**config.mk**
```make
export PLATFORM = sky130hd
export DESIGN_NAME = data_memory
export DESIGN_NICKNAME = d
export VERILOG_FILES = /design/src/core_pkg.sv /design/src/data_memory.sv
export SDC_FILE = /design/constraint.sdc
export NUM_CORES = 2
export LEC_CHECK = 0
export BUFFER_PORTS_ARGS = -buffer_cell sky130_fd_sc_hd__buf_4
export CORE_MARGIN = 2
export CORE_UTILIZATION = 55
export DETAILED_ROUTE_END_ITERATION = 6
export MAX_ROUTING_LAYER = met4
export PLACE_DENSITY = 0.7
export SLEW_MARGIN = 20
export SYNTH_ARGS = -nofsm -noshare
export SYNTH_HDL_FRONTEND = slang
export SYNTH_SLANG_ARGS = --single-unit
```
**constraint.sdc**
```tcl
create_clock -name clk -period 6.69 [get_ports clk]
set_input_delay 1.338 -clock clk [delete_from_list [all_inputs] [get_ports clk]]
set_output_delay 1.338 -clock clk [all_outputs]
set_load 0.005 [all_outputs]
```
**src/core_pkg.sv**
```systemverilog
`default_nettype none

package core_pkg;

    localparam int reg_size      = 8;
    localparam int reg_ptr_size  = 4;
    localparam int reg_count     = 16;
    localparam int insn_size     = 16;
    localparam int insn_ptr_size = 8;
    localparam int core_id_size  = 1;
    localparam int addr_size     = reg_size + core_id_size;  // core id bits sit above the offset

    typedef enum logic [3:0] {
        op_nop, op_add, op_sub, op_mul, op_cmpge, op_rshift, op_lshift, op_and,
        op_or, op_xor, op_ld, op_st, op_set_const, op_bnz, op_ready
    } opcode_t;

    typedef struct packed {
        opcode_t                 opc;
        logic [reg_ptr_size-1:0] src_0;
        logic [reg_ptr_size-1:0] src_1;
        logic [reg_ptr_size-1:0] src_2;  // also dst for reg-reg ops and ld
    } insn_t;

    localparam insn_t nop_insn   = '{op_nop, 4'h0, 4'h0, 4'h0};
    localparam insn_t ready_insn = '{op_ready, 4'h0, 4'h0, 4'h0};

    typedef enum logic [1:0] {mem_idle, mem_read, mem_write} mem_op_t;

    typedef struct packed {
        mem_op_t              op;
        logic [addr_size-1:0] addr;
        logic [reg_size-1:0]  wr_data;
    } mem_req_t;

    typedef struct packed {
        logic                ready;  // one-cycle pulse
        logic [reg_size-1:0] rd_data;
    } mem_rsp_t;

    function automatic logic [reg_ptr_size-1:0] insn_dst(input insn_t i);
        return (i.opc == op_set_const) ? i.src_0 : i.src_2;
    endfunction

    function automatic logic [reg_size-1:0] insn_const(input insn_t i);
        return {i.src_1, i.src_2};
    endfunction

    function automatic logic [insn_ptr_size-1:0] insn_target(input insn_t i);
        return {i.src_0, i.src_1};  // bits 11 to 4
    endfunction

    function automatic logic writes_reg(input insn_t i);
        return i.opc inside {[op_add:op_xor], op_ld, op_set_const};
    endfunction

    function automatic logic is_mem(input insn_t i);
        return i.opc inside {op_ld, op_st};
    endfunction

    function automatic logic is_branch(input insn_t i);
        return i.opc == op_bnz;
    endfunction

endpackage

`default_nettype wire

```
**src/data_memory.sv**
```systemverilog
`timescale 1ns/1ps
`default_nettype none

module data_memory
    import core_pkg::*;
(
    input  logic                 clk,
    input  logic                 en,
    input  logic                 we,
    input  logic [addr_size-1:0] addr,
    input  logic [reg_size-1:0]  wdata,
    output logic [reg_size-1:0]  rdata
);

    localparam int depth = 1 << addr_size;

    logic [reg_size-1:0] mem [depth];

    always_ff @(posedge clk)
    begin
        if (en)
        begin
            if (we)
                mem[addr] <= wdata;
            rdata <= mem[addr];  // old data on a write
        end
    end

    assert property (@(posedge clk) en |-> !$isunknown(addr))
        else $error("data memory address unknown while enabled");

    assert property (@(posedge clk) en |-> !$isunknown(we))
        else $error("data memory write enable unknown while enabled");

endmodule

`default_nettype wire

```
==> results.json <==
{
  "outcome": "finished, final reports clean",
  "synth_nets": 7582,
  "cts_hold_buf": 0,
  "first_pass_iters": 6,
  "ys.flop_type": "edfxtp_1",
  "critical_path.endpoint_type": "flip-flop",
  "seq_area_mm2": 0.123,
  "cts_tree": "done",
  "syn-instance-count": 7562,
  "die_y_um": 542,
  "crit_arrival_ns": 6.08,
  "fin_setup_tns_ns": 0,
  "ant_nets": 0,
  "layout-drive-gt1-share_pct": 21.8,
  "drt_iter0_markers": 12300,
  "antenna_found_initial": 27,
  "syn_to_final_growth_pct": 11.7,
  "peakVddDrop_mv": 0.274,
  "nets": 7776,
  "critPathKind": "input port to flip-flop",
  "htreeDepth": 5,
  "cts_setup_buffers": 0,
  "overflow": 0,
  "fin_crit_sh_pct": 80.1,
  "wl_per_cell_um": 34.3,
  "multi_input_area_mm2": 0.0336,
  "place_congestion": 0.926,
  "ys_types": 65,
  "instances_no_fill": 11900,
  "synth_edf_count": 4104,
  "vias": 80200,
  "cts_buffers": 402,
  "dp_cells": 11100,
  "ys_top_cells_by_area": "edfxtp_1 (78%), mux4_2 (12%), mux2i_1 (3.3%)",
  "start_util_pct": 55.3,
  "maxCapViolCount": 0,
  "power_density_mw_per_mm2": 301,
  "die_w_um": 542,
  "clock.fmax_mhz": 187,
  "worstSetupStartpointType": "input port",
  "skew_ns": 0.0834,
  "rsz0062_at_grt": "false",
  "grt_pass1_vias": 78600,
  "ios": 28,
  "finalSetupViolations": 0,
  "design_area_mm2": 0.178,
  "core_mm2": 0.288,
  "grt_usage_pct": 28.6,
  "grt_max_degree": 207,
  "yosysWarnings": 0,
  "path_clk_slew_ns": 0.06,
  "async_flop_share_pct": 0,
  "grt_pass1_wl_um": 581000,
  "drcViolationCount": 0,
  "port_buffers": 27,
  "finalCriticalPeriod_ns": 5.36,
  "worstPathMaxFanout": 56,
  "synth.yosys.seq_area_share_pct": 77.5,
  "avgViaCountPerCell": 6.75,
  "dp_hpwl_um": 249000,
  "cts_resized": 0,
  "finalHoldViolCount": 0,
  "min_path_type": "input port to flip-flop",
  "cts_root_buf": "clkbuf_16",
  "p_leak_uw": 0.0558,
  "cts_buffer_depth": 4,
  "clkLatencyLatePin_ns": 0.98,
  "synth_seq_cells": 4104,
  "worst_slack_ns": 1.33,
  "die_area_mm2": 0.293,
  "clkSinkCount": 4104,
  "n_fill_cell": 19100,
  "synth_top_cell_by_area": "edfxtp_1",
  "layout_common_cells": "edfxtp_1 (4104), mux4_2 (862), nor2_1 (585), mux2i_1 (519), clkbuf_16 (406)",
  "yosys.area.top_type_share_pct": 77.5,
  "cp.required_ns": 7.41,
  "syn_avg_cell_area_um2": 21.0,
  "drt-total-wl_um": 408000,
  "placed_area_mm2": 0.164,
  "slew_viol_final": 0,
  "syn_area_mm2": 0.159,
  "tightest_slew_ns": 1.24,
  "dp_slack_ns": 0.514,
  "layout_commonest_cell": "edfxtp_1",
  "max_slew_margin_pct": 17.3,
  "num_rows": 197
}
==> power by group <==
part	switching [uW]	leakage, uW	total (uW)	internal (uW)
combinational	1620	0.0125	2440	826
sequential	23.7	0.0369	28300	28300
clock	9630	0.00640	22700	13000
==> worst paths after layout <==
kind	start	depth (start not counted)	to	slack, ns
worst min register to register	mem[258][6]	5	rdata[6]	1.08
worst max register to register	mem[59][3]	7	rdata[3]	2.88
worst min-delay path	wdata[0]	1	mem[272][0]	0.80
worst max-delay path	addr[0]	10	rdata[3]	1.33
==> through the flow <==
step           hold WS (ns)  utilization (%)  total power, uW
2_1_floorplan         0.831                -            30100
3_3_place_gp           1.08             57.1            31300
3_5_place_dp           1.08             57.1            31300
4_1_cts               0.757             61.7            53600
5_1_grt               0.772             61.7            54600
6_report              0.796             61.7            53500
==> per-layer routing <==
layer / global-route usage (%) / share of wire (%)
met1: 40.5 / 38
met2: 42.3 / 47
met3: 5.09 / 11
met4: 10.3 / 4.0
met5: - / 0
==> kinds of logic after synthesis <==
group,count (synthesis),share of synthesized area [%]
AOI/OAI and AO/OA,639,2.79
DFF,4104,77.5
buffers and inverters,487,1.50
muxes,1399,15.6
and+or+nand+nor,933,2.56
==> sequential cells by signal, summed over array words and instances, names as in the netlist <==
| name | cells |
|---|---|
| rdata | 8 |
| mem | 4096 |
==> critical path, cell delays in order <==
cell and delay, ns:
buf_8 0.65, buf_12 0.32, buf_12 0.29, mux4_2 0.55, a22oi_1 0.36, o211ai_1 0.30, nor4_1 0.97, buf_4 0.28
nand4_1 0.31, or4_1 0.51
==> Yosys cell counts, types with 7 or more instances <==
master / n
nor4_1: 29
nor2b_1: 12
and2_1: 18
nand2_1: 100
a22oi_1: 124
o21a_1: 9
a22o_1: 33
mux2_2: 18
a221oi_1: 40
mux2i_1: 519
buf_1: 42
edfxtp_1: 4104
a21oi_1: 52
and3_1: 39
nor3_1: 30
nor2_1: 591
o211ai_1: 16
mux4_2: 862
o21ai_0: 64
a211oi_1: 11
buf_6: 19
a2bb2oi_1: 7
nand3_1: 57
nand4_1: 16
o2111ai_1: 8
clkbuf_1: 180
o22ai_1: 189
a31oi_1: 26
buf_2: 197
or4_1: 7
o221ai_1: 7
buf_4: 43
==> area by class of cell <==
class	count	area share (%)
Timing Repair Buffer	271	1.56
Tap cell	3781	2.66
Antenna cell	16	0.0225
Clock buffer	496	5.91
Multi-Input combinational cell	2971	18.9
Clock inverter	241	1.52
Sequential cell	4104	69.4
Inverter	6	0.0197
Power figures use the tool's default switching activity.
