File: config.mk
export PLATFORM = sky130hd
export DESIGN_NAME = core
export DESIGN_NICKNAME = d
export VERILOG_FILES = /design/src/core_pkg.sv /design/src/alu.sv /design/src/core.sv /design/src/insn_memory.sv /design/src/register_file.sv
export SDC_FILE = /design/constraint.sdc
export NUM_CORES = 1
export LEC_CHECK = 0
export ABC_AREA = 1
export BUFFER_PORTS_ARGS = -buffer_cell sky130_fd_sc_hd__clkbuf_2
export CAP_MARGIN = 30
export CORE_ASPECT_RATIO = 1.1
export CORE_UTILIZATION = 60
export CTS_CLUSTER_SIZE = 10
export DETAILED_ROUTE_END_ITERATION = 12
export PLACE_DENSITY = 0.81
export SYNTH_ARGS = -nofsm -noshare
export SYNTH_HDL_FRONTEND = slang
export SYNTH_SLANG_ARGS = --single-unit
File: constraint.sdc
create_clock -name clk -period 13.4 [get_ports clk]
set_clock_uncertainty 0.1 [all_clocks]
set_input_delay 3.35 -clock clk [delete_from_list [all_inputs] [get_ports clk]]
set_output_delay 3.35 -clock clk [all_outputs]
set_load 0.03 [all_outputs]
File: src/core_pkg.sv
`default_nettype none

package core_pkg;

    localparam int reg_size      = 8;
    localparam int reg_ptr_size  = 4;
    localparam int reg_count     = 16;
    localparam int insn_size     = 16;
    localparam int insn_ptr_size = 8;
    localparam int core_id_size  = 1;
    localparam int addr_size     = reg_size + core_id_size;  // core id bits sit above the offset

    typedef enum logic [3:0] {
        op_nop, op_add, op_sub, op_mul, op_cmpge, op_rshift, op_lshift, op_and,
        op_or, op_xor, op_ld, op_st, op_set_const, op_bnz, op_ready
    } opcode_t;

    typedef struct packed {
        opcode_t                 opc;
        logic [reg_ptr_size-1:0] src_0;
        logic [reg_ptr_size-1:0] src_1;
        logic [reg_ptr_size-1:0] src_2;  // also dst for reg-reg ops and ld
    } insn_t;

    localparam insn_t nop_insn   = '{op_nop, 4'h0, 4'h0, 4'h0};
    localparam insn_t ready_insn = '{op_ready, 4'h0, 4'h0, 4'h0};

    typedef enum logic [1:0] {mem_idle, mem_read, mem_write} mem_op_t;

    typedef struct packed {
        mem_op_t              op;
        logic [addr_size-1:0] addr;
        logic [reg_size-1:0]  wr_data;
    } mem_req_t;

    typedef struct packed {
        logic                ready;  // one-cycle pulse
        logic [reg_size-1:0] rd_data;
    } mem_rsp_t;

    function automatic logic [reg_ptr_size-1:0] insn_dst(input insn_t i);
        return (i.opc == op_set_const) ? i.src_0 : i.src_2;
    endfunction

    function automatic logic [reg_size-1:0] insn_const(input insn_t i);
        return {i.src_1, i.src_2};
    endfunction

    function automatic logic [insn_ptr_size-1:0] insn_target(input insn_t i);
        return {i.src_0, i.src_1};  // bits 11 to 4
    endfunction

    function automatic logic writes_reg(input insn_t i);
        return i.opc inside {[op_add:op_xor], op_ld, op_set_const};
    endfunction

    function automatic logic is_mem(input insn_t i);
        return i.opc inside {op_ld, op_st};
    endfunction

    function automatic logic is_branch(input insn_t i);
        return i.opc == op_bnz;
    endfunction

endpackage

`default_nettype wire

File: src/alu.sv
`timescale 1ns/1ps
`default_nettype none

module alu
    import core_pkg::*;
(
    input  opcode_t             opc,
    input  logic [reg_size-1:0] a,
    input  logic [reg_size-1:0] b,
    output logic [reg_size-1:0] result,
    output logic                nonzero
);

    localparam int shift_w = $clog2(reg_size);

    always_comb
    begin
        case (opc)
            op_add:
                result = a + b;
            op_sub:
                result = a - b;
            op_mul:
                result = a * b;  // low byte only
            op_cmpge:
                result = {{(reg_size-1){1'b0}}, a >= b};
            op_rshift:
                result = a >> b[shift_w-1:0];
            op_lshift:
                result = a << b[shift_w-1:0];
            op_and:
                result = a & b;
            op_or:
                result = a | b;
            op_xor:
                result = a ^ b;
            default:
                result = '0;
        endcase
    end

    assign nonzero = |a;  // bnz condition on src_0

endmodule

`default_nettype wire

File: src/core.sv
`timescale 1ns/1ps
`default_nettype none

module core
    import core_pkg::*;
#(
    parameter int core_id    = 0,
    parameter int insn_count = 16
)(
    input  logic                            clk,
    input  logic                            reset,
    input  logic                            start,
    input  logic                            init_r0_flag,
    input  logic [reg_size-1:0]             init_r0_data,
    input  logic [insn_count*insn_size-1:0] insn_data,
    output logic                            ready,
    output mem_req_t                        mem_req,
    input  mem_rsp_t                        mem_rsp
);

    insn_t fd, dx, xm, mw;  // stage registers
    insn_t fetched;
    logic [insn_ptr_size-1:0] pc;
    logic [reg_size-1:0] dx_a, dx_b, dx_c;
    logic [reg_size-1:0] xm_o, xm_b, xm_c;
    logic [reg_size-1:0] mw_o, mw_d;
    logic [reg_size-1:0] rd_0, rd_1, rd_2;
    logic [reg_size-1:0] a_fwd, b_fwd, c_fwd, m_c;
    logic [reg_size-1:0] alu_result, x_o, w_result;
    logic nonzero, taken, stall, freeze, hold, fetch_stop;
    logic fd_reads_a, fd_reads_ab, xm_fwd, accept;

    assign accept = start && ready;

    register_file register_file_i (
        .clk(clk),
        .reset(reset),
        .init_r0(accept && init_r0_flag),
        .init_r0_data(init_r0_data),
        .src_0(fd.src_0),
        .src_1(fd.src_1),
        .src_2(fd.src_2),
        .rd_0(rd_0),
        .rd_1(rd_1),
        .rd_2(rd_2),
        .wr_en(writes_reg(mw)),
        .wr_addr(insn_dst(mw)),
        .wr_data(w_result)
    );

    insn_memory #(.insn_count(insn_count)) insn_memory_i (
        .clk(clk),
        .load(accept),
        .insn_data(insn_data),
        .ptr(pc),
        .insn(fetched)
    );

    alu alu_i (
        .opc(dx.opc),
        .a(a_fwd),
        .b(b_fwd),
        .result(alu_result),
        .nonzero(nonzero)
    );

    assign xm_fwd   = writes_reg(xm) && xm.opc != op_ld;  // load data not back yet
    assign w_result = (mw.opc == op_ld) ? mw_d : mw_o;

    function automatic logic [reg_size-1:0] forward(input logic [reg_ptr_size-1:0] src,
                                                    input logic [reg_size-1:0] rf_val);
        if (xm_fwd && insn_dst(xm) == src)
            return xm_o;
        if (writes_reg(mw) && insn_dst(mw) == src)
            return w_result;
        return rf_val;
    endfunction

    always_comb
    begin
        a_fwd = forward(dx.src_0, dx_a);
        b_fwd = forward(dx.src_1, dx_b);
        c_fwd = forward(dx.src_2, dx_c);
    end

    // store data from a load that is now in writeback
    assign m_c = (mw.opc == op_ld && insn_dst(mw) == xm.src_2) ? mw_d : xm_c;

    always_comb
    begin
        if (is_mem(dx))
            x_o = a_fwd;  // address offset
        else if (dx.opc == op_set_const)
            x_o = (dx.src_0 == '0) ? reg_size'(core_id) : insn_const(dx);
        else
            x_o = alu_result;
    end

    assign fd_reads_ab = fd.opc inside {[op_add:op_xor], op_ld, op_st};
    assign fd_reads_a  = fd_reads_ab || is_branch(fd);
    assign stall = dx.opc == op_ld
                   && ((fd_reads_a && fd.src_0 == insn_dst(dx))
                       || (fd_reads_ab && fd.src_1 == insn_dst(dx)));
    assign taken = is_branch(dx) && nonzero;
    assign fetch_stop = fd.opc == op_ready || dx.opc == op_ready
                        || xm.opc == op_ready || mw.opc == op_ready;  // drain after READY
    assign freeze = is_mem(xm) && !mem_rsp.ready;
    assign hold   = ready || freeze;

    always_comb
    begin
        if (xm.opc == op_ld)
            mem_req.op = mem_read;
        else if (xm.opc == op_st)
            mem_req.op = mem_write;
        else
            mem_req.op = mem_idle;
        mem_req.addr    = {xm_b[core_id_size-1:0], xm_o};
        mem_req.wr_data = m_c;
    end

    always_ff @(posedge clk)
    begin
        if (reset)
        begin
            ready <= 1'b1;
            pc    <= '0;
            fd    <= nop_insn;
            dx    <= nop_insn;
            xm    <= nop_insn;
            mw    <= nop_insn;
        end
        else if (accept)
        begin
            ready <= 1'b0;
            pc    <= '0;
        end
        else if (!hold)
        begin
            if (mw.opc == op_ready)
                ready <= 1'b1;
            mw <= xm;
            xm <= dx;
            dx <= (stall || taken) ? nop_insn : fd;
            if (taken)
                fd <= nop_insn;  // second flushed slot
            else if (!stall)
                fd <= fetch_stop ? nop_insn : fetched;
            if (taken)
                pc <= insn_target(dx);
            else if (!(stall || fetch_stop))
                pc <= pc + 1'b1;
        end
    end

    always_ff @(posedge clk)
    begin
        if (!hold)
        begin
            dx_a <= rd_0;
            dx_b <= rd_1;
            dx_c <= rd_2;
            xm_o <= x_o;
            xm_b <= b_fwd;
            xm_c <= c_fwd;
            mw_o <= xm_o;
            mw_d <= mem_rsp.rd_data;  // valid when a load leaves memory
        end
    end

    assert property (@(posedge clk) disable iff (reset) ready |-> mem_req.op == mem_idle)
        else $error("core %0d: memory request while ready", core_id);

endmodule

`default_nettype wire

File: src/insn_memory.sv
`timescale 1ns/1ps
`default_nettype none

module insn_memory
    import core_pkg::*;
#(
    parameter int insn_count = 16
)(
    input  logic                            clk,
    input  logic                            load,
    input  logic [insn_count*insn_size-1:0] insn_data,
    input  logic [insn_ptr_size-1:0]        ptr,
    output insn_t                           insn
);

    localparam int idx_w = (insn_count > 1) ? $clog2(insn_count) : 1;

    insn_t mem [insn_count];

    always_ff @(posedge clk)
    begin
        if (load)
        begin
            for (int i = 0; i < insn_count; i++)
                mem[i] <= insn_t'(insn_data[i*insn_size +: insn_size]);  // insn 0 in the low bits
        end
    end

    // past the end of the program reads as READY
    assign insn = (int'(ptr) < insn_count) ? mem[ptr[idx_w-1:0]] : ready_insn;

endmodule

`default_nettype wire

File: src/register_file.sv
`timescale 1ns/1ps
`default_nettype none

module register_file
    import core_pkg::*;
(
    input  logic                    clk,
    input  logic                    reset,
    input  logic                    init_r0,
    input  logic [reg_size-1:0]     init_r0_data,
    input  logic [reg_ptr_size-1:0] src_0,
    input  logic [reg_ptr_size-1:0] src_1,
    input  logic [reg_ptr_size-1:0] src_2,
    output logic [reg_size-1:0]     rd_0,
    output logic [reg_size-1:0]     rd_1,
    output logic [reg_size-1:0]     rd_2,
    input  logic                    wr_en,
    input  logic [reg_ptr_size-1:0] wr_addr,
    input  logic [reg_size-1:0]     wr_data
);

    logic [reg_size-1:0] regs [reg_count];

    always_ff @(posedge clk)
    begin
        if (reset)
        begin
            for (int i = 0; i < reg_count; i++)
                regs[i] <= '0;
        end
        else
        begin
            if (wr_en)
                regs[wr_addr] <= wr_data;
            if (init_r0)
                regs[0] <= init_r0_data;  // start wins over writeback
        end
    end

    // writeback result is seen by decode in the same cycle
    assign rd_0 = (wr_en && wr_addr == src_0) ? wr_data : regs[src_0];
    assign rd_1 = (wr_en && wr_addr == src_1) ? wr_data : regs[src_1];
    assign rd_2 = (wr_en && wr_addr == src_2) ? wr_data : regs[src_2];

endmodule

`default_nettype wire

==> impl_metrics.tcl <==
set metrics [dict create \
    outcome "completed" \
    postPlaceCellArea_sq_um 29190 \
    cp-start-kind "flip-flop" \
    slowest_stage "inv_1" \
    worst-path-max-fanout 24 \
    crit_top_cell "inv_1" \
    drt-initial-drc-count 2869 \
    dp.cells 3704 \
    finalNonFillerCells 3814 \
    sw_frac_of_total 0.3430 \
    gr-usage-all-layers 0.3809 \
    cts.path.max_buffers 3 \
    hold_depth 2 \
    cts_tree "done" \
    timing.final.ws_setup_ns 6.471 \
    ioPinCount 297 \
    min_from "mw[10]" \
    die_w_microns 205.7 \
    hold_path.class "reg -> reg" \
    max-cap-violations 0 \
    timing.critical_path.required_ns 13.65 \
    portBuffers 296 \
    synth_top_area_share 0.4838 \
    postSynthNetCount 3302 \
    power_frac_seq 0.403 \
    vias_per_cell 6.299 \
    insertion_delay_ns 0.65 \
    ant_nets 0 \
    combPwrFrac 0.291 \
    synth_cells 2969 \
    crit_path_end_kind "flip-flop" \
    fmax_mhz 144.3 \
    internal_power_w 0.003199 \
    multiInputGateArea_sq_um 10680 \
    arrival_ns 7.18 \
    vias 24020 \
    dp_slack_ns 6.276 \
    synth-seq-cells 522 \
    setup_viol 0 \
    yosys-top-cells-area "edfxtp_1 48%, o21ai_0 6.6%, dfxtp_1 5.9%" \
    postCtsSetupRepairBufs 0 \
    final_nets 3521 \
    rsz0062_at_grt "false" \
    htreeDepth 2 \
    synth_cell_type_count 53 \
    irDropWorstVdd_mv 0.1785 \
    antenna_found_initial 3 \
    clkSinkCount 522 \
    critical_path_class "reg -> reg" \
    grt_pass1_vias 23120 \
    async_reset_ff_frac 0 \
    dp_hpwl_microns 61270 \
    avgSynthCellArea_sq_um 9.220 \
    tightest_slew_ns 0.9703 \
    grt_pass1_wl_microns 132500 \
    cts_resized 0 \
    coreArea_sq_um 44690 \
    grt_overflow_total 0 \
    r2r_cells 25 \
    worstReg2RegEnd "xm_o[5]" \
    final_area_sq_um 31030 \
    drive_gt1_frac 0.1442 \
    synth_ff_type "edfxtp_1" \
    hold_viol 0 \
    die_h_microns 226.0 \
    finalCritPeriodShare 0.5171 \
    ctsHoldBuffers 0 \
    first_pass_iters 7 \
    place_congestion 0.9771 \
    setup_tns_ns 0 \
    path_buf_inv 7 \
    yosysWarnings 0 \
    drc 0 \
    synth.cell_area_sq_um 27380 \
    grt_max_degree 176 \
    relSlewSlack 0.3531 \
    synth_largest_area_cell "edfxtp_1" \
    fin_crit_ns 6.929 \
    std_cell_rows 81 \
    start_util 0.6125 \
    clkTransAtPathRegs_ns 0.06 \
    syn2layout_area_growth_pct 13.35 \
    fill_cells 3381 \
    totalWireLength_microns 88290 \
    ff_latch_area_sq_um 14870 \
    power.density_nw_per_um2 156.9 \
    switchingPower_w 0.001670 \
    cts_made_buffers 60 \
    synth_seq_area_share 0.5430 \
    wire_per_inst_microns 23.15 \
    cellLeakagePower_nw 12.32 \
    hold_path_end "mw[10]" \
    root_buffer "clkbuf_16" \
    slew_viol_final 0 \
    critical_path.top_delay_family "simple AND/OR/NAND/NOR gates" \
    max_stage_delay_ns 0.72 \
    timing.rr.start "mw[13]" \
    die-area_sq_um 46480 \
    ff2ff_setup_slack_ns 6.47 \
    timing.hold.ws_ns 0.3575 \
    pwr-share-clk 0.306 \
    synth-edff-count 441 \
]
-- worst max path at each step --
stage	endpoint	startpoint	slack, ns	cells after the start
5_1_grt	xm_o[5]	mw[13]	6.15	25
4_1_cts	mem_req[5]	mw[12]	6.64	11
6_report	xm_o[5]	mw[13]	6.47	25
3_3_place_gp	flip-flop	mem_rsp[8]	6.10	10
2_1_floorplan	register_file_i.regs[10][0]	start	3.02	9
3_5_place_dp	flip-flop	mem_rsp[8]	6.28	11
-- cell usage in the layout (no fill, tap or decap), types with 29 or more instances in the layout --
cell,instances
nand3_1,186
inv_1,294
edfxtp_1,441
nor2_1,252
a21oi_1,294
buf_4,29
o211ai_1,90
clkbuf_16,60
a31oi_1,34
dfxtp_1,75
clkbuf_2,296
nand2_1,431
clkbuf_1,34
mux2i_1,64
o221ai_1,34
o21ai_0,361
ha_1,42
-- synthesized netlist by cell type (15+ instances only) --
master	instances
a21oi_1	294
a31oi_1	35
buf_1	18
clkbuf_1	135
dfxtp_1	81
edfxtp_1	441
ha_1	42
inv_1	295
mux2i_1	64
nand2_1	431
nand3_1	186
nand4_1	15
nor2_1	253
o211ai_1	90
o21ai_0	363
o221ai_1	34
o22ai_1	16
xor2_1	17
-- worst min-delay path: cells and delay by family (launching register included) --
| kind | cells | cell delay, ns |
|---|---|---|
| AO/OA/AOI/OAI | 1 | 0.06 |
| flip-flops | 1 | 0.29 |
| buffers and inverters | 1 | 0.06 |
-- logic make-up after synthesis --
logic type | Yosys count | synth area share
buffers and inverters | 480 | 0.06783
XOR/XNOR | 25 | 0.008684
adder cells (fa/ha/maj) | 56 | 0.02943
AND/OR/NAND/NOR | 934 | 0.1437
flip-flops | 522 | 0.5430
AO/OA/AOI/OAI | 882 | 0.1815
multiplexers | 70 | 0.02587
-- layout make-up --
cell class	count	share of cell area
diodes	2	0.0001613
clock buffers	96	0.05339
clock inverters	9	0.003226
inverters	306	0.03726
multi-input cells	1967	0.3441
flip-flops and latches	522	0.4794
well taps	581	0.02343
repair buffers	331	0.05911
-- power groups by stage --
stage          sequential (W)  clock (W)  combinational, W
6_report              0.00196    0.00149           0.00142
5_1_grt               0.00197    0.00156           0.00158
2_1_floorplan         0.00197          0          0.000962
4_1_cts               0.00196    0.00149           0.00138
3_3_place_gp          0.00199          0           0.00132
3_5_place_dp          0.00199          0           0.00137
-- metal layers --
metal	up-vias	part of all wire	wire, microns	track usage
met4	0	0.064	5607	0.2244
met1	11270	0.36	31960	0.4747
met3	321	0.10	9084	0.07475
li1	10890	-	-	-
met2	1535	0.47	41640	0.6155
met5	-	0	0	0
-- per-stage QoR --
stage	total power, W	utilization
after floorplan	0.002936	-
after global placement	0.003309	0.6521
after detailed placement	0.003363	0.6530
after CTS	0.004837	0.6923
after global routing	0.005106	0.6943
final	0.004869	0.6943
-- registers in the layout (all words and copies together) (netlist names), 12 cells and up, named ones only --
name                  count
insn_memory_i.mem       256
register_file_i.regs    128
dx                       16
fd                       16
mw                       12
xm                       12
Power figures use the tool's default switching activity.
