--- config.mk ---
export PLATFORM = sky130hd
export DESIGN_NAME = mem_arbiter
export DESIGN_NICKNAME = d
export VERILOG_FILES = /design/src/core_pkg.sv /design/src/mem_arbiter.sv
export SDC_FILE = /design/constraint.sdc
export NUM_CORES = 1
export LEC_CHECK = 0
export ABC_CLOCK_PERIOD_IN_PS = 2930
export BUFFER_PORTS_ARGS = -buffer_cell sky130_fd_sc_hd__buf_2
export CORE_MARGIN = 4
export CORE_UTILIZATION = 36
export DETAILED_ROUTE_END_ITERATION = 12
export PLACE_DENSITY = 0.81
export SETUP_SLACK_MARGIN = 0.05
export SYNTH_ARGS = -nofsm -noshare
export SYNTH_HDL_FRONTEND = slang
export SYNTH_SLANG_ARGS = --single-unit
--- constraint.sdc ---
create_clock -name clk -period 2.93 [get_ports clk]
set_input_delay 0.4395 -clock clk [delete_from_list [all_inputs] [get_ports clk]]
set_output_delay 0.4395 -clock clk [all_outputs]
set_load 0.01 [all_outputs]
--- src/core_pkg.sv ---
`default_nettype none

package core_pkg;

    localparam int reg_size      = 8;
    localparam int reg_ptr_size  = 4;
    localparam int reg_count     = 16;
    localparam int insn_size     = 16;
    localparam int insn_ptr_size = 8;
    localparam int core_id_size  = 1;
    localparam int addr_size     = reg_size + core_id_size;  // core id bits sit above the offset

    typedef enum logic [3:0] {
        op_nop, op_add, op_sub, op_mul, op_cmpge, op_rshift, op_lshift, op_and,
        op_or, op_xor, op_ld, op_st, op_set_const, op_bnz, op_ready
    } opcode_t;

    typedef struct packed {
        opcode_t                 opc;
        logic [reg_ptr_size-1:0] src_0;
        logic [reg_ptr_size-1:0] src_1;
        logic [reg_ptr_size-1:0] src_2;  // also dst for reg-reg ops and ld
    } insn_t;

    localparam insn_t nop_insn   = '{op_nop, 4'h0, 4'h0, 4'h0};
    localparam insn_t ready_insn = '{op_ready, 4'h0, 4'h0, 4'h0};

    typedef enum logic [1:0] {mem_idle, mem_read, mem_write} mem_op_t;

    typedef struct packed {
        mem_op_t              op;
        logic [addr_size-1:0] addr;
        logic [reg_size-1:0]  wr_data;
    } mem_req_t;

    typedef struct packed {
        logic                ready;  // one-cycle pulse
        logic [reg_size-1:0] rd_data;
    } mem_rsp_t;

    function automatic logic [reg_ptr_size-1:0] insn_dst(input insn_t i);
        return (i.opc == op_set_const) ? i.src_0 : i.src_2;
    endfunction

    function automatic logic [reg_size-1:0] insn_const(input insn_t i);
        return {i.src_1, i.src_2};
    endfunction

    function automatic logic [insn_ptr_size-1:0] insn_target(input insn_t i);
        return {i.src_0, i.src_1};  // bits 11 to 4
    endfunction

    function automatic logic writes_reg(input insn_t i);
        return i.opc inside {[op_add:op_xor], op_ld, op_set_const};
    endfunction

    function automatic logic is_mem(input insn_t i);
        return i.opc inside {op_ld, op_st};
    endfunction

    function automatic logic is_branch(input insn_t i);
        return i.opc == op_bnz;
    endfunction

endpackage

`default_nettype wire

--- src/mem_arbiter.sv ---
`timescale 1ns/1ps
`default_nettype none

module mem_arbiter
    import core_pkg::*;
#(
    parameter int num_ports = 3
)(
    input  logic                 clk,
    input  logic                 reset,
    input  mem_req_t             req [num_ports],
    output mem_rsp_t             rsp [num_ports],
    output logic                 mem_en,
    output logic                 mem_we,
    output logic [addr_size-1:0] mem_addr,
    output logic [reg_size-1:0]  mem_wdata,
    input  logic [reg_size-1:0]  mem_rdata
);

    localparam int idx_w = (num_ports > 1) ? $clog2(num_ports) : 1;

    logic busy, pulse, found;
    logic [idx_w-1:0] last, pick;  // last is also the port being served

    always_comb
    begin
        logic [idx_w-1:0] cand;
        found = 1'b0;
        pick  = last;
        for (int k = 1; k <= num_ports; k++)
        begin
            cand = idx_w'((int'(last) + k) % num_ports);
            // port in its ready cycle still shows the old request
            if (!found && req[cand].op != mem_idle && !(pulse && cand == last))
            begin
                found = 1'b1;
                pick  = cand;
            end
        end
    end

    always_ff @(posedge clk)
    begin
        if (reset)
        begin
            busy  <= 1'b0;
            pulse <= 1'b0;
            last  <= idx_w'(num_ports - 1);  // port 0 first
        end
        else
        begin
            pulse <= busy;
            if (busy)
                busy <= 1'b0;
            else if (found)
            begin
                busy <= 1'b1;
                last <= pick;
            end
        end
    end

    assign mem_en    = busy;
    assign mem_we    = busy && req[last].op == mem_write;
    assign mem_addr  = req[last].addr;
    assign mem_wdata = req[last].wr_data;

    for (genvar i = 0; i < num_ports; i++)
    begin : g_rsp
        assign rsp[i] = '{ready: pulse && last == idx_w'(i), rd_data: mem_rdata};
    end

    assert property (@(posedge clk) disable iff (reset) pulse |-> req[last].op != mem_idle)
        else $error("port %0d dropped its request before ready", last);

endmodule

`default_nettype wire

==> qor.txt, run 1 <==
DP Area = 1340 um^2
Reg2reg setup slack = 590 ps
Register area = 80.1 um^2
Post-synth EDFFs = 0
Cell Pwr Density = 770 nW/um^2
Worst Tran Pin Value = 1030 ps
Post-synth ARST share = 0%
Final setup violation count = 0
Maximum clock rate = 0.403 GHz
Fin crit share = 84.7%
Port Buffers = 80
Crit path DAT = 2040 ps
Clock tree buffer depth = 2
Fraction of layout cells with a size suffix above 1 = 48.0%
Post-route cell area = 1370 um^2
Resize count post-CTS = 0
# fillers = 324
Crit Path Class = flop to output pin
Initial DRC count = 58
Post-CTS Setup Inserts = 0
CTS buffer count = 3
Area delta synth->final = 22.7%
Pre-CTS setup slack = 605 ps
Reg-to-reg endpoint = last[0]
CP startpoint = last[1]
#FFs+latches synth = 4
Core Region = 2850 um^2
Slew Viols, Final = 0
Vias in the first global route = 1288
Hold buffer count at cts = 0
DR pass1 iterations = 4
Die height = 63.6 um
Largest net degree at the start of global routing = 27
Area of the multi-input gates = 787 um^2
Origin of the critical flop-to-flop path = last[0]
GPL Wtd Cong = 0.885
Initial antenna violation count = 0
Clock Tree Root = clkbuf_4
Worst setup endpoint = mem_addr[0]
Register area share after synthesis = 7.19%
Via density = 5.49
# DRC = 0
Outcome = finished clean
Ys flop type = dfxtp_1
Minimum clock period = 2480 ps
Most common cell after layout, fill and taps aside = buf_2
CP max FO = 26
Initial Util = 39.0%
N_diodes = 0
Post-Route WL = 3250 um
Synth Instances = 151
Ports = 113
Final Hold Viols = 0
First-pass GRT wire length = 5430 um
Worst EP required = 2490 ps
Max cap viols = 0
Skew-Pair Late Insertion Delay = 230 ps
Worst Reg2Reg Path Length in Cells = 6
Total power = 1.05 mW
Most frequent cells in the layout = 80 x buf_2, 20 x nand2_1, 19 x o21ai_0, 17 x mux2i_1, 7 x nor2_1
Syn nets = 223
Slew HR = 31.2%
Static leakage = 0.734 nW
GRT Residual Overflow = 0
Die X-Extent = 63.6 um
Avg Inst Size Synth = 7.37 um^2
Skew final = 1.56 ps
Hold WC Path Type = input pin to flop
Cell variety after synth = 41
NumNets Final = 278
Setup TNS = 0 ps
Global Route Usage Sum = 16.1%
CTS clk-pin slew, worst paths = 40 ps
TritonCTS clock tree = done
Die area = 4050 um^2
Synth Cell Area = 1110 um^2
CTS sink count = 4
Crit end category = output pin
RSZ-0062 raised after global routing = false
Via Count = 1290
Final ANT Viol Nets = 0
Crit path launch type = flop
Row cnt = 19
CTS H-tree depth = 1
Setup WS post-layout = 449 ps
YS warnings = 0
Final Core Density = 47.9%
Maximum vdd drop = 0.000306 V
Detail Placement HPWL = 2640 um
Avg WL per Cell = 13.8 um
==> sequential cells by signal (all words and copies together), names as in the netlist <==
| signal | count |
|---|---|
| last | 2 |
| mem_en | 1 |
| pulse | 1 |
==> cell usage after synthesis, types with 2 or more instances <==
cell	count	area (um^2)
a211oi_1	2	15.0
nand3b_1	2	15.0
clkbuf_1	3	11.3
o21ai_0	19	95.1
or3_1	2	12.5
buf_4	27	203
ha_1	5	62.6
nor2_1	7	26.3
mux2i_1	17	170
dfxtp_1	4	80.1
nand2_1	20	75.1
inv_1	6	22.5
nor3_1	3	15.0
o32ai_1	2	17.5
nor4b_1	2	17.5
or3b_2	2	17.5
a2111o_1	2	22.5
a31oi_1	2	12.5
buf_2	2	10.0
==> worst min-delay path by stage <==
stage / startpoint / endpoint / slack [ps] / cells after the start
floorplan: reset / pulse / 510 / 1
global placement: mem_en / pulse / 570 / 2
detailed placement: mem_en / pulse / 580 / 2
CTS: reset / pulse / 420 / 2
global route: reset / pulse / 430 / 2
finish: reset / pulse / 420 / 2
==> stage by stage <==
| step | cells | hold WS [ps] |
|---|---|---|
| 6_report | 235 | 425 |
| 5_1_grt | 235 | 430 |
| 4_1_cts | 235 | 418 |
| 3_5_place_dp | 232 | 577 |
| 3_3_place_gp | 232 | 573 |
| 2_1_floorplan | 151 | 506 |
==> worst max-delay path, stage by stage, from the launching register on <==
cell and delay [ps]:
dfxtp_1 330, buf_4 270, nor2_1 820, nand2_1 110, o21ai_0 120, buf_2 170
==> kinds of logic after synthesis <==
logic type,count (synthesis),share of synthesized area [%]
AO/OA/AOI/OAI,38,25.3
adder cells (fa/ha/maj),5,5.62
flip-flops,4,7.19
AND/OR/NAND/NOR,48,23.5
multiplexers,18,16.3
buffers and inverters,38,22.1
==> final cells by class <==
class                           count  area share (%)
Clock buffer                        3            1.65
Multi-Input combinational cell    109            57.6
Tap cell                           31            2.84
Timing Repair Buffer               82            30.4
Sequential cell                     4            5.86
Inverter                            6            1.65
==> per-layer routing <==
layer | track usage [%] | up-vias | wire [um]
li1 | - | 629 | -
met1 | 18.2 | 574 | 1180
met2 | 28.2 | 78 | 1660
met3 | 3.02 | 9 | 351
met4 | 8.36 | 0 | 57
met5 | 0 | - | 0
==> power breakdown <==
group / switching (mW) / total [mW] / internal, mW / leakage [nW]
combinational: 0.500 / 0.896 / 0.396 / 0.687
sequential: 0.0162 / 0.0913 / 0.0751 / 0.0333
clock: 0.0197 / 0.0653 / 0.0456 / 0.0138
Power figures use the tool's default switching activity.
==> run 2, diff against run 1 <==
ABC_CLOCK_PERIOD_IN_PS = 2600   (was 2930)
clock period = 2.6 ns   (was 2.93 ns; I/O delays follow)
==> run 2 against run 1 <==
  * Largest power group unchanged
  * Utilization rose by 0.53 points
  * Global-route usage fell by 0.62 points
  * Total power rose by 14%
  * Clock power rose by 16%
  * Die area did not move
  * Final area rose by 1.1%
  * Wire length fell by 1.4%
==> qor.txt, run 2 (synthesis results as in run 1) <==
Outcome = finished clean
Max FFs per register = 2
Final Hold Viols = 0
Static leakage = 0.744 nW
Maximum vdd drop = 0.000293 V
GRT Residual Overflow = 0
N_diodes = 0
CTS sink count = 4
First-pass GRT wire length = 5240 um
Crit end category = flop
Largest delay share family, worst path = compound AO/OA/AOI/OAI gates
Worst EP required = 2720 ps
Initial DRC count = 54
Worst path slowest cell = or3b_2
Hold Path Depth = 2
Min-Delay Startpoint = reset
Fin crit share = 88.9%
CTS clk-pin slew, worst paths = 40 ps
DR pass1 iterations = 4
Setup WS post-layout = 288 ps
Skew final = 0.613 ps
Crit Path Class = flop to flop
Grt met1 use = 18.4%
Vias in the first global route = 1208
Avg WL per Cell = 13.5 um
Most frequent cells in the layout = 80 x buf_2, 20 x nand2_1, 19 x o21ai_0, 17 x mux2i_1, 7 x nor2_1
Reg-to-reg endpoint = last[0]
Hold buffer count at cts = 0
Skew-Pair Late Insertion Delay = 230 ps
Levels on crit path = 6
Cell Pwr Density = 868 nW/um^2
Setup TNS = 0 ps
Ports = 113
Most common cell after layout, fill and taps aside = buf_2
Clock tree buffer depth = 2
Final ANT Viol Nets = 0
Worst Tran Pin Value = 435 ps
Final Non-Filler Cells = 237
Reg2reg setup slack = 290 ps
Slew HR = 70.9%
Die X-Extent = 63.6 um
CP max FO = 25
Post-Route WL = 3200 um
GR peak layer = met2
Hold WC Path Type = input pin to flop
Max cap viols = 0
Worst Reg2Reg Path Length in Cells = 6
Post-route cell area = 1380 um^2
Clock Tree Root = clkbuf_4
Die area = 4050 um^2
NumNets Final = 280
CP cell instances = buf_4 > ha_1 > or3b_2 > a31oi_1 > o31ai_1 > a32o_1
Via density = 5.49
Initial antenna violation count = 0
Fraction of layout cells with a size suffix above 1 = 48.5%
Minimum clock period = 2310 ps
M2 GR Usage = 25.8%
Area delta synth->final = 24.0%
TritonCTS clock tree = done
Placed cells = 234
Final Core Density = 48.4%
Crit path DAT = 2430 ps
Maximum clock rate = 0.433 GHz
GR Layer Usage met3 = 2.84%
Slew Viols, Final = 0
Hold Crit Endpoint = pulse
Port Buffers = 80
Final setup violation count = 0
CTS buffer count = 3
Origin of the critical flop-to-flop path = last[0]
Largest net degree at the start of global routing = 26
Crit path launch type = flop
Register area = 80.1 um^2
Detail Placement HPWL = 2650 um
Resize count post-CTS = 0
Pre-CTS setup slack = 298 ps
Most flops, register = last
CP Buf/Inv Count = 1
# DRC = 0
Post-CTS Setup Inserts = 0
Row cnt = 19
RSZ-0062 raised after global routing = false
Core Region = 2850 um^2
# fillers = 295
GPL Wtd Cong = 0.935
Largest stage delay on the critical path = 470 ps
Via Count = 1300
Global Route Usage Sum = 15.4%
Die height = 63.6 um
CTS H-tree depth = 1
Area of the multi-input gates = 787 um^2
DP Area = 1360 um^2
Initial Util = 39.0%
[run 2: changes by cell type in the layout (fill, tap and decap cells not counted), sizes merged]
| cell | delta |
|---|---|
| buf | +2 |
[run 2: how the worst max path moves through the flow]
stage                   end     from  slack, ps
CTS                 last[0]  last[1]        290
global route        last[0]  last[0]        150
detailed placement  last[0]  last[1]        300
global placement    last[0]  last[1]        330
finish              last[0]  last[0]        290
floorplan           last[0]  last[1]         90
[run 2: per-layer routing]
layer / part of all wire, % / wire (um)
met1: 39 / 1250
met2: 49 / 1550
met3: 9.4 / 301
met4: 3.0 / 97
met5: 0 / 0
[run 2: through the flow]
step           hold WS [ps]  power [mW]
2_1_floorplan           457       0.882
3_3_place_gp            570        1.12
3_5_place_dp            579        1.12
4_1_cts                 365        1.21
5_1_grt                 395        1.32
6_report                371        1.20
[run 2: layout make-up]
type	count	share of cell area (%)
Multi-Input combinational cell	109	57.0
Tap cell	31	2.81
Timing Repair Buffer	84	31.2
Sequential cell	4	5.80
Inverter	6	1.63
Clock buffer	3	1.63
[run 2: power breakdown]
part | total [mW] | switching [mW] | internal [mW] | leakage (nW)
clock network | 0.0758 | 0.0243 | 0.0515 | 0.0138
logic | 1.02 | 0.560 | 0.458 | 0.697
registers | 0.105 | 0.0201 | 0.0846 | 0.0333
==> run 3, diff against run 2 <==
ABC_CLOCK_PERIOD_IN_PS = 2950   (was 2600)
CORE_UTILIZATION = 39   (was 36)
PLACE_DENSITY = 0.87   (was 0.81)
clock period = 2.95 ns   (was 2.6 ns; I/O delays follow)
==> run 3 against run 2 <==
  * Wire length down 0.12%
  * Flip-flop and latch count unchanged
  * Non-clock buffer count down 1
  * Die area down 6.7%
  * Critical path type unchanged
  * Largest cell class unchanged
==> qor.txt, run 3 (synthesis results as in run 1) <==
Hold buffer count at cts = 0
Global Route Usage Sum = 17.3%
Avg WL per Cell = 13.6 um
NumNets Final = 279
Die height = 61.4 um
CTS clk-pin slew, worst paths = 40 ps
GPL Wtd Cong = 0.879
# fillers = 253
Resize count post-CTS = 0
GRT Residual Overflow = 0
Row cnt = 19
Largest stage delay on the critical path = 480 ps
Pre-CTS setup slack = 600 ps
Cell Pwr Density = 765 nW/um^2
Crit end category = flop
CTS buffer count = 3
Vias in the first global route = 1261
CTS sink count = 4
Outcome = finished clean
CP max FO = 25
DP Area = 1350 um^2
Post-Route WL = 3200 um
Post-route cell area = 1370 um^2
Final Hold Viols = 0
Setup TNS = 0 ps
Post-CTS Setup Inserts = 0
Detail Placement HPWL = 2630 um
First-pass GRT wire length = 5060 um
Worst path slowest cell = or3b_2
Fin crit share = 79.8%
Hold Path Depth = 2
Placed cells = 233
Via Count = 1277
Crit path launch type = flop
Final Core Density = 50.3%
Most frequent cells in the layout = 80 x buf_2, 20 x nand2_1, 19 x o21ai_0, 17 x mux2i_1, 7 x nor2_1
CTS H-tree depth = 1
DR pass1 iterations = 4
Worst Reg2Reg Path Length in Cells = 6
Fraction of layout cells with a size suffix above 1 = 48.3%
RSZ-0062 raised after global routing = false
Slew HR = 72.3%
Core Region = 2730 um^2
Port Buffers = 80
Area delta synth->final = 23.4%
Final Non-Filler Cells = 236
Static leakage = 0.739 nW
Crit path DAT = 2480 ps
TritonCTS clock tree = done
CP cell instances = buf_4 > ha_1 > or3b_2 > a31oi_1 > o31ai_1 > a32o_1
Skew final = 1.85 ps
Hold_ws = 436 ps
Die X-Extent = 61.4 um
Final setup violation count = 0
Maximum clock rate = 0.425 GHz
Setup WS post-layout = 596 ps
Die area = 3770 um^2
Final ANT Viol Nets = 0
Maximum vdd drop = 0.000397 V
Worst Tran Pin Value = 413 ps
Most common cell after layout, fill and taps aside = buf_2
Hold WC Path Type = input pin to flop
Initial Util = 40.7%
Max FFs per register = 2
Initial DRC count = 21
Ports = 113
Skew-Pair Late Insertion Delay = 240 ps
Minimum clock period = 2350 ps
Via density = 5.41
Most flops, register = last
# DRC = 0
Max cap viols = 0
Slew Viols, Final = 0
N_diodes = 0
Crit Path Class = flop to flop
Initial antenna violation count = 0
Total power = 1.05 mW
Clock Tree Root = clkbuf_4
Largest net degree at the start of global routing = 26
Worst EP required = 3080 ps
Clock tree buffer depth = 2
==> run 3: changes by cell type in the layout (fill, tap and decap cells not counted) <==
cell and change:
buf_4 -1
==> run 3: area by class of cell <==
class	instances	area (um^2)	share of cell area, %
well taps	31	38.8	2.82
repair buffers	83	423	30.8
clock buffers	3	22.5	1.64
inverters	6	22.5	1.64
multi-input cells	109	787	57.3
flip-flops and latches	4	80.1	5.83
==> run 3: layer usage <==
layer	GRT usage, %	up-vias	share of wire [%]
met5	0	-	0
met3	6.50	8	9.5
met4	6.36	0	1.8
met1	18.2	574	37
li1	-	637	-
met2	31.1	58	52
==> run 3: path summary, 6_finish.rpt <==
kind	from	endpoint	slack, ps
worst min register to register	mem_en	pulse	600
worst max-delay path	last[0]	last[0]	600
worst max register to register	last[0]	last[0]	600
worst min-delay path	reset	pulse	440
==> run 3: worst max-delay path: cells and delay by family (launching register included) <==
| kind | cells | cell delay (ps) |
|---|---|---|
| AOI/OAI and AO/OA | 3 | 790 |
| adders and majority gates | 1 | 390 |
| buffers and inverters | 1 | 250 |
| DFF | 1 | 320 |
| and+or+nand+nor | 1 | 480 |
==> run 3: report_power, final <==
group	total (mW)	internal [mW]	switching, mW
logic	0.887	0.396	0.491
clock network	0.0692	0.0456	0.0236
registers	0.0948	0.0745	0.0203
total	1.05	0.516	0.535
